**config.mk**
```make
export PLATFORM = sky130hd
export DESIGN_NAME = core_mem_top
export DESIGN_NICKNAME = d
export VERILOG_FILES = /design/src/rtl/core_mem_pkg.sv /design/src/rtl/core_mem_top.sv /design/src/rtl/mem_arbiter.sv /design/src/rtl/load_store_unit.sv /design/src/rtl/fetch_queue.sv
export SDC_FILE = /design/constraint.sdc
export NUM_CORES = 1
export LEC_CHECK = 0
export ABC_AREA = 1
export BUFFER_PORTS_ARGS = -buffer_cell sky130_fd_sc_hd__buf_2
export CAP_MARGIN = 20
export CORE_AREA = 5 5 194 196
export DETAILED_ROUTE_END_ITERATION = 12
export DIE_AREA = 0 0 199 201
export MAX_ROUTING_LAYER = met4
export PLACE_DENSITY = 0.77
export SYNTH_ARGS = -nofsm -noshare
export SYNTH_HDL_FRONTEND = slang
export SYNTH_HIERARCHICAL = 1
export SYNTH_SLANG_ARGS = --single-unit
```
**constraint.sdc**
```tcl
create_clock -name clk -period 5.7 [get_ports clk]
set_input_delay 1.14 -clock clk [delete_from_list [all_inputs] [get_ports clk]]
set_output_delay 1.14 -clock clk [all_outputs]
set_load 0.01 [all_outputs]
```
**src/rtl/core_mem_pkg.sv**
```systemverilog
// shared types and constants for the core memory side
// imported by the fetch queue, load/store unit, arbiter and top level
`default_nettype none

package core_mem_pkg;

   // ========================================
   // basic widths
   // ========================================
   typedef logic [31:0] word_t;
   typedef logic [31:0] addr_t;
   typedef logic [3:0]  byte_sel_t;

   typedef enum logic [1:0] {
      SIZE_BYTE = 2'd0,
      SIZE_HALF = 2'd1,
      SIZE_WORD = 2'd2
   } access_size_e;

   // ========================================
   // bundles
   // ========================================
   // one load or store from the core, store value in low bits of wdata
   typedef struct packed {
      addr_t        address;
      access_size_e size;
      logic         is_signed;
      logic         write;
      word_t        wdata;
   } ls_cmd_t;

   // request on the shared memory port
   typedef struct packed {
      addr_t     address;
      logic      write;
      word_t     wdata;
      byte_sel_t byte_sel;
   } mem_req_t;

   // instruction word with the address it came from
   typedef struct packed {
      addr_t pc;
      word_t inst;
   } fetch_word_t;

   // prefetch queue sizing
   localparam int unsigned IQ_DEPTH   = 4;
   localparam int unsigned IQ_PTR_W   = 2;
   localparam addr_t       RESET_PC   = 32'h0000_0000;
   localparam addr_t       WORD_BYTES = 32'd4;

endpackage

`default_nettype wire
```
**src/rtl/core_mem_top.sv**
```systemverilog
// memory side of the core: prefetch queue and load/store unit on one shared port
// the arbiter sits between both peers and the external memory bus
`timescale 1ns/1ns
`default_nettype none

module core_mem_top (
   input  logic                      clk,
   input  logic                      rst_n,
   // fetch side
   input  logic                      redirect,
   input  core_mem_pkg::addr_t       redirect_pc,
   output logic                      inst_valid,
   output core_mem_pkg::fetch_word_t inst_out,
   input  logic                      inst_take,
   // data side
   input  logic                      ls_start,
   input  core_mem_pkg::ls_cmd_t     ls_cmd,
   output logic                      ls_busy,
   output logic                      ls_done,
   output core_mem_pkg::word_t       load_data,
   // memory port
   output logic                      mem_valid,
   output core_mem_pkg::mem_req_t    mem_req,
   input  logic                      mem_ready,
   input  core_mem_pkg::word_t       mem_rdata
);

   import core_mem_pkg::*;

   logic     fetch_valid;
   logic     fetch_ready;
   mem_req_t fetch_req;
   logic     data_valid;
   logic     data_ready;
   mem_req_t data_req;

   fetch_queue u_fetch (
      .clk         (clk),
      .rst_n       (rst_n),
      .redirect    (redirect),
      .redirect_pc (redirect_pc),
      .inst_take   (inst_take),
      .fetch_ready (fetch_ready),
      .mem_rdata   (mem_rdata),
      .fetch_valid (fetch_valid),
      .fetch_req   (fetch_req),
      .inst_valid  (inst_valid),
      .inst_out    (inst_out)
   );

   load_store_unit u_lsu (
      .clk        (clk),
      .rst_n      (rst_n),
      .ls_start   (ls_start),
      .ls_cmd     (ls_cmd),
      .data_ready (data_ready),
      .mem_rdata  (mem_rdata),
      .data_valid (data_valid),
      .data_req   (data_req),
      .ls_busy    (ls_busy),
      .ls_done    (ls_done),
      .load_data  (load_data)
   );

   mem_arbiter u_arb (
      .clk         (clk),
      .rst_n       (rst_n),
      .fetch_valid (fetch_valid),
      .fetch_req   (fetch_req),
      .data_valid  (data_valid),
      .data_req    (data_req),
      .mem_ready   (mem_ready),
      .fetch_ready (fetch_ready),
      .data_ready  (data_ready),
      .mem_valid   (mem_valid),
      .mem_req     (mem_req)
   );

endmodule

`default_nettype wire

```
**src/rtl/mem_arbiter.sv**
```systemverilog
// two-way arbiter for the single memory port
// data side wins when idle, and a grant is kept until its access completes
`timescale 1ns/1ns
`default_nettype none

module mem_arbiter (
   input  logic                   clk,
   input  logic                   rst_n,
   input  logic                   fetch_valid,
   input  core_mem_pkg::mem_req_t fetch_req,
   input  logic                   data_valid,
   input  core_mem_pkg::mem_req_t data_req,
   input  logic                   mem_ready,
   output logic                   fetch_ready,
   output logic                   data_ready,
   output logic                   mem_valid,
   output core_mem_pkg::mem_req_t mem_req
);

   import core_mem_pkg::*;

   typedef enum logic [1:0] {
      ARB_IDLE,
      ARB_FETCH,
      ARB_DATA
   } arb_state_e;

   arb_state_e state;
   arb_state_e state_next;
   logic       grant_fetch;
   logic       grant_data;

   // ========================================
   // grant selection
   // ========================================
   always_comb begin
      grant_fetch = 1'b0;
      grant_data  = 1'b0;
      case (state)
         ARB_IDLE: begin
            grant_data  = data_valid;
            grant_fetch = fetch_valid & ~data_valid;
         end
         ARB_FETCH: grant_fetch = 1'b1;
         ARB_DATA:  grant_data  = 1'b1;
         default:   grant_fetch = 1'b0;
      endcase
   end

   assign mem_valid   = (grant_fetch & fetch_valid) | (grant_data & data_valid);
   assign mem_req     = grant_data ? data_req : fetch_req;
   assign fetch_ready = grant_fetch & fetch_valid & mem_ready;
   assign data_ready  = grant_data & data_valid & mem_ready;

   // lock the grant while the port waits
   always_comb begin
      state_next = state;
      case (state)
         ARB_IDLE: begin
            if (mem_valid && !mem_ready) begin
               state_next = grant_data ? ARB_DATA : ARB_FETCH;
            end
         end
         ARB_FETCH, ARB_DATA: begin
            if (mem_ready) begin
               state_next = ARB_IDLE;
            end
         end
         default: state_next = ARB_IDLE;
      endcase
   end

   always_ff @(posedge clk or negedge rst_n) begin
      if (!rst_n) begin
         state <= ARB_IDLE;
      end else begin
         state <= state_next;
      end
   end

   // one peer finishes per port cycle
   assert property (@(posedge clk) disable iff (!rst_n)
      !(fetch_ready && data_ready));

endmodule

`default_nettype wire

```
**src/rtl/load_store_unit.sv**
```systemverilog
// load/store path toward the shared memory port
// places store bytes on their lanes and extends loaded bytes and halfwords
`timescale 1ns/1ns
`default_nettype none

module load_store_unit (
   input  logic                   clk,
   input  logic                   rst_n,
   input  logic                   ls_start,
   input  core_mem_pkg::ls_cmd_t  ls_cmd,
   input  logic                   data_ready,
   input  core_mem_pkg::word_t    mem_rdata,
   output logic                   data_valid,
   output core_mem_pkg::mem_req_t data_req,
   output logic                   ls_busy,
   output logic                   ls_done,
   output core_mem_pkg::word_t    load_data
);

   import core_mem_pkg::*;

   ls_cmd_t    cmd_r;
   logic [1:0] lane;
   word_t      store_lanes;
   byte_sel_t  store_sel;
   word_t      rdata_shift;
   word_t      load_ext;
   logic       complete;

   assign lane       = cmd_r.address[1:0];
   assign data_valid = ls_busy;
   assign complete   = data_valid & data_ready;

   // command is held for the whole access
   always_ff @(posedge clk) begin
      if (ls_start) begin
         cmd_r <= ls_cmd;
      end
   end

   always_ff @(posedge clk or negedge rst_n) begin
      if (!rst_n) begin
         ls_busy <= 1'b0;
         ls_done <= 1'b0;
      end else begin
         ls_done <= complete;
         if (ls_start) begin
            ls_busy <= 1'b1;
         end else if (complete) begin
            ls_busy <= 1'b0;
         end
      end
   end

   // ========================================
   // store lane placement
   // ========================================
   always_comb begin
      case (cmd_r.size)
         SIZE_BYTE: begin
            store_lanes = {4{cmd_r.wdata[7:0]}};
            store_sel   = 4'b0001 << lane;
         end
         SIZE_HALF: begin
            store_lanes = {2{cmd_r.wdata[15:0]}};
            store_sel   = 4'b0011 << {lane[1], 1'b0};
         end
         default: begin
            store_lanes = cmd_r.wdata;
            store_sel   = 4'b1111;
         end
      endcase
   end

   // word aligned on the bus, loads read all four lanes
   always_comb begin
      data_req.address  = {cmd_r.address[31:2], 2'b00};
      data_req.write    = cmd_r.write;
      data_req.wdata    = store_lanes;
      data_req.byte_sel = cmd_r.write ? store_sel : 4'b1111;
   end

   // ========================================
   // load extraction
   // ========================================
   assign rdata_shift = mem_rdata >> {lane, 3'b000};

   always_comb begin
      case (cmd_r.size)
         SIZE_BYTE: load_ext = {{24{cmd_r.is_signed & rdata_shift[7]}}, rdata_shift[7:0]};
         SIZE_HALF: load_ext = {{16{cmd_r.is_signed & rdata_shift[15]}}, rdata_shift[15:0]};
         default:   load_ext = mem_rdata;
      endcase
   end

   always_ff @(posedge clk) begin
      if (complete && !cmd_r.write) begin
         load_data <= load_ext;
      end
   end

   // the core never issues misaligned halfword or word accesses
   assert property (@(posedge clk) disable iff (!rst_n)
      ls_start |-> !(ls_cmd.size == SIZE_HALF && ls_cmd.address[0])
                && !(ls_cmd.size == SIZE_WORD && ls_cmd.address[1:0] != 2'b00));

endmodule

`default_nettype wire

```
**src/rtl/fetch_queue.sv**
```systemverilog
// instruction prefetch with a four-entry queue in front of the core
// requests words on the shared port and flushes its contents on a redirect
`timescale 1ns/1ns
`default_nettype none

module fetch_queue (
   input  logic                      clk,
   input  logic                      rst_n,
   input  logic                      redirect,
   input  core_mem_pkg::addr_t       redirect_pc,
   input  logic                      inst_take,
   input  logic                      fetch_ready,
   input  core_mem_pkg::word_t       mem_rdata,
   output logic                      fetch_valid,
   output core_mem_pkg::mem_req_t    fetch_req,
   output logic                      inst_valid,
   output core_mem_pkg::fetch_word_t inst_out
);

   import core_mem_pkg::*;

   fetch_word_t         iq [IQ_DEPTH];
   logic [IQ_PTR_W-1:0] wr_ptr;
   logic [IQ_PTR_W-1:0] rd_ptr;
   // held entries plus the one outstanding fetch
   logic [IQ_PTR_W:0]   count;
   logic [IQ_PTR_W:0]   held;
   logic [IQ_PTR_W:0]   base;
   addr_t               next_pc;
   addr_t               req_pc;
   addr_t               launch_pc;
   logic                discard;
   logic                complete;
   logic                stay;
   logic                pop;
   logic                launch;

   // ========================================
   // occupancy and request decision
   // ========================================
   assign complete   = fetch_valid & fetch_ready;
   assign stay       = fetch_valid & ~fetch_ready;
   assign held       = count - {{IQ_PTR_W{1'b0}}, fetch_valid};
   assign inst_valid = (held != '0);
   assign inst_out   = iq[rd_ptr];
   // redirect wins over a pop
   assign pop        = inst_valid & inst_take & ~redirect;
   assign launch_pc  = redirect ? redirect_pc : next_pc;

   always_comb begin
      if (redirect) begin
         // only a fetch still waiting on the bus keeps its slot
         base = {{IQ_PTR_W{1'b0}}, stay};
      end else begin
         base = count - {{IQ_PTR_W{1'b0}}, pop}
                      - {{IQ_PTR_W{1'b0}}, complete & discard};
      end
      launch = ~stay & (base < IQ_DEPTH[IQ_PTR_W:0]);
   end

   always_ff @(posedge clk or negedge rst_n) begin
      if (!rst_n) begin
         fetch_valid <= 1'b0;
         count       <= '0;
         wr_ptr      <= '0;
         rd_ptr      <= '0;
         discard     <= 1'b0;
         next_pc     <= RESET_PC;
         req_pc      <= RESET_PC;
      end else begin
         fetch_valid <= stay | launch;
         count       <= base + {{IQ_PTR_W{1'b0}}, launch};
         // in-flight word at a redirect completes on the bus but is dropped
         discard     <= redirect ? stay : (discard & ~complete);
         if (redirect) begin
            wr_ptr <= '0;
            rd_ptr <= '0;
         end else begin
            if (complete && !discard) begin
               wr_ptr <= wr_ptr + 1'b1;
            end
            if (pop) begin
               rd_ptr <= rd_ptr + 1'b1;
            end
         end
         if (launch) begin
            req_pc  <= launch_pc;
            next_pc <= launch_pc + WORD_BYTES;
         end else if (redirect) begin
            next_pc <= redirect_pc;
         end
      end
   end

   // queue storage
   always_ff @(posedge clk) begin
      if (complete && !discard && !redirect) begin
         iq[wr_ptr] <= fetch_word_t'{pc: req_pc, inst: mem_rdata};
      end
   end

   // read-only word requests
   always_comb begin
      fetch_req          = '0;
      fetch_req.address  = req_pc;
      fetch_req.byte_sel = '1;
   end

   // ========================================
   // checks
   // ========================================
   // a waiting fetch keeps its address until the arbiter completes it
   assert property (@(posedge clk) disable iff (!rst_n)
      stay |=> fetch_valid && $stable(fetch_req.address));

   assert property (@(posedge clk) disable iff (!rst_n)
      count <= IQ_DEPTH[IQ_PTR_W:0]);

endmodule

`default_nettype wire

```
==> impl_results.md <==
* Logic pwr share at 27.9%
* Wire length of the first global-routing pass at between 70 and 80 mm
* Final Max Slew Viols at 0
* Share of power burned in registers at a little over two fifths
* Effective utilization at floorplan at between 50% and 60%
* Core Footprint at roughly 36000 um^2
* Clock buffer count from CTS at 44
* Count of antenna-violating nets left after detailed routing at 0
* Post-layout minimum cycle time at 4112 ps
* Worst supply voltage drop on vdd at about 0.28 mV
* Via count of the first global-routing pass at about 14000
* Worst skew pair latency at 540 ps
* Remaining max-slew budget at the tightest pin at around a third
* Initial antenna violation count at 1
* Remaining routing DRC violations at 0
* CTS tree: yes
* Startpoint type of the worst setup path: register
* Sink count of the clock tree at roughly 430
* Overflow after GRT at 0
* Share of synthesized area occupied by flip-flops and latches at between 60% and 70%
* Fraction of layout cells with a size suffix above 1 at a little over a fifth
* Maximum achievable frequency at 243.2 MHz
* Data required time of the worst path at approximately 4600 ps
* Outcome: completed
* Layout Area Growth over Synthesis at 14.58%
* Ys Warns at 6
* Psw at ~3.3 mW
* Endpoint kind of the worst setup timing path: output pin
* Max_cap viols at 0
* Sw frac at 34.07%
* Number of standard-cell rows in the floorplan at 70
* Setup repair after global routing missed its margin: false
* Post-DP HPWL at 32.38 mm
* Unique cell type count in the Yosys netlist at between 40 and 50
* Final Routed Wirelength at 48.86 mm
* Setup skew after layout at ~11 ps
* Syn_area_per_cell at ~11 um^2
* Path type of the worst min-delay path: reg -> reg
* Count of cells resized by post-cts repair at 0
* Share of flip-flops with an asynchronous set or reset after synthesis at between 10% and 20%
* Die Width at just under 200 um
* Number of port buffers at 306
* Reported leakage power at about 9.3 nW
* CTS H-tree lvls at 2
* CTS Hold Bufs at 0
* Utilization of the core after routing at 61.77%
* Most area-hungry cell type in the Yosys netlist: sky130_fd_sc_hd__edfxtp_1
* Maximum number of pins on one net before global-route repair at just under 80
* Number of design-rule violations left by the first detailed-router iteration at ~1400
* Clock slew at reported path FFs at around 60 ps
* Fraction of the cycle the final worst path needs at ~70%
* Total I/O pin count at around 310
* Top area cells in the synthesized netlist: sky130_fd_sc_hd__edfxtp_1, sky130_fd_sc_hd__nand2_1, sky130_fd_sc_hd__dfrtp_1
* Number of vias in the routed layout at 13920
* Share of the synthesized area in the top cell type at a little under three fifths
* Clock root buffer: sky130_fd_sc_hd__clkbuf_16
* Power share of the clock group at between 20 and 30%
* Global placement routability congestion at 0.9645
* Slew of the pin with the lowest slew margin at between 900 and 1000 ps
* Summed instance area of the synthesized netlist at around 19000 um^2
* Setup repair bufs after CTS at 0
* CTS max path bufs at 3
* Total of flip-flops plus latches after synthesis at 433
* Die area at between 30000 and 40000 um^2
* Overall routing resource usage at about a quarter
* Setup-failing EPs final at 0
* Power Density at around 430 nW/um^2
* Number of enable flip-flop cells after synthesis at between 300 and 400
* Main flop type after synthesis: sky130_fd_sc_hd__edfxtp_1
* Nets@finish at approximately 2200
* Number of search-and-repair iterations in the first detailed-routing pass at 5
* Maximum fanout encountered on the critical timing path at 75
* Internal at about 6.3 mW
* Mapped Cells at ~1800
* Setup CP Type: reg -> out
* Avg WL per Cell at around 19 um
* Arrival time reported for the critical path endpoint at 2970 ps
* Aggregate negative setup slack at 0 ps
* Vert. Die Dim at about 200 um
* Hold Violations, Final at 0
* Vias per cell at approximately 5.4
==> cell usage in the layout, fill, tap and decap left out, types with 5 or more instances in the layout <==
cell                        instances
sky130_fd_sc_hd__inv_1             76
sky130_fd_sc_hd__a31oi_1            7
sky130_fd_sc_hd__o21ai_1            8
sky130_fd_sc_hd__clkinv_2           7
sky130_fd_sc_hd__clkbuf_1          13
sky130_fd_sc_hd__o21ai_0          170
sky130_fd_sc_hd__o22ai_1           64
sky130_fd_sc_hd__buf_2            305
sky130_fd_sc_hd__nand3_1           62
sky130_fd_sc_hd__nor2_4            12
sky130_fd_sc_hd__xor2_1            17
sky130_fd_sc_hd__nor2_1           176
sky130_fd_sc_hd__clkbuf_16         47
sky130_fd_sc_hd__dfrtp_1           75
sky130_fd_sc_hd__nand4_1           10
sky130_fd_sc_hd__buf_4             13
sky130_fd_sc_hd__conb_1            39
sky130_fd_sc_hd__o211ai_1           8
sky130_fd_sc_hd__ha_1              12
sky130_fd_sc_hd__edfxtp_1         356
sky130_fd_sc_hd__nand2_2           25
sky130_fd_sc_hd__nor2_2            13
sky130_fd_sc_hd__a21oi_1            5
sky130_fd_sc_hd__inv_2              6
sky130_fd_sc_hd__nand2_1          549
==> cells in the mapped netlist (all sizes together) (2+ instances only) <==
master / number
conb: 3
nand3: 66
inv: 87
edfxtp: 356
clkbuf: 46
ha: 12
dfrtp: 77
o211ai: 8
nor2: 202
a31oi: 7
nand4: 10
a21oi: 5
o21ai: 179
o22ai: 64
or2: 2
buf: 120
xor2: 17
nand2: 575
==> logic make-up after synthesis <==
family	count (synthesis)	share of synthesized area, %
AOI/OAI and AO/OA	264	7.420
xor gates and xnor gates	18	0.8144
adders and majority gates	13	0.8790
buffers and inverters	253	7.298
DFF	433	65.18
other	3	0.05817
and+or+nand+nor	859	18.35
==> power groups by stage <==
stage	combinational [mW]	clock [mW]	sequential [mW]
after floorplan	1.66	0	4.07
after global placement	2.60	0	4.16
after detailed placement	2.67	0	4.19
after CTS	2.69	2.83	4.12
after global routing	2.94	2.97	4.17
final	2.68	2.77	4.13
==> flip-flops by register name, indices dropped and copies added (netlist names) <==
register,cells
u_fetch/count,3
u_fetch/next_pc,32
u_fetch/discard,1
u_lsu/ls_done,1
u_fetch/req_pc,32
u_fetch/fetch_valid,1
u_arb/state,2
u_fetch/iq,256
u_lsu/data_valid,1
u_lsu/data_req,31
u_lsu/cmd_r,37
u_fetch/rd_ptr,2
u_lsu/load_data,32
u_fetch/wr_ptr,2
==> stage by stage <==
step | std cells | hold slack (ps) | total power [mW] | cell area [um^2] | setup slack (ps)
after floorplan | 1879 | 436.4 | 5.726 | 19490 | 819.5
final | 2586 | 471.0 | 9.578 | 22180 | 1588
after global placement | 2500 | 450.7 | 6.761 | 20690 | 1612
after global routing | 2583 | 503.8 | 10.08 | 22170 | 1451
after CTS | 2581 | 473.0 | 9.635 | 22140 | 1599
after detailed placement | 2502 | 457.7 | 6.859 | 20740 | 1575
==> final timing paths <==
path                                startpoint                  end  slack (ps)  cells past startpoint
max                          u_fetch/rd_ptr[0]         inst_out[15]        1590                      5
min                         u_fetch/next_pc[1]   u_fetch/next_pc[1]         470                      2
max reg2reg                u_fetch/fetch_valid  u_fetch/next_pc[26]        2020                     16
min reg2reg                 u_fetch/next_pc[1]   u_fetch/next_pc[1]         470                      2
max in group asynchronous                rst_n    u_fetch/rd_ptr[0]        4580                      2
min in group asynchronous                rst_n  u_fetch/next_pc[10]         520                      1
==> critical path: stages, from the launching register on <==
cell	delay [ps]
sky130_fd_sc_hd__dfrtp_4	470
sky130_fd_sc_hd__clkinv_2	510
sky130_fd_sc_hd__buf_4	740
sky130_fd_sc_hd__o21ai_0	170
sky130_fd_sc_hd__o22ai_1	310
sky130_fd_sc_hd__buf_2	210
==> per-layer routing <==
layer  global-route usage, %  vias up  part of all wire [%]
met5                       -        -                     0
met4                   6.986        0                   2.6
met3                   3.676       82                   7.5
met2                   38.93      563                    49
met1                   33.06     6691                    41
li1                        -     6586                     -
==> cell type report <==
cell class / instances / area, um^2
flip-flops and latches: 433 / 12620
inverters: 87 / 342.8
fillers: 2889 / 13730
clock buffers: 64 / 1280
repair buffers: 322 / 1719
diodes: 4 / 10.01
multi-input cells: 1193 / 5495
well taps: 468 / 585.6
clock inverters: 15 / 125.1
(Power assumes the default switching activity.)
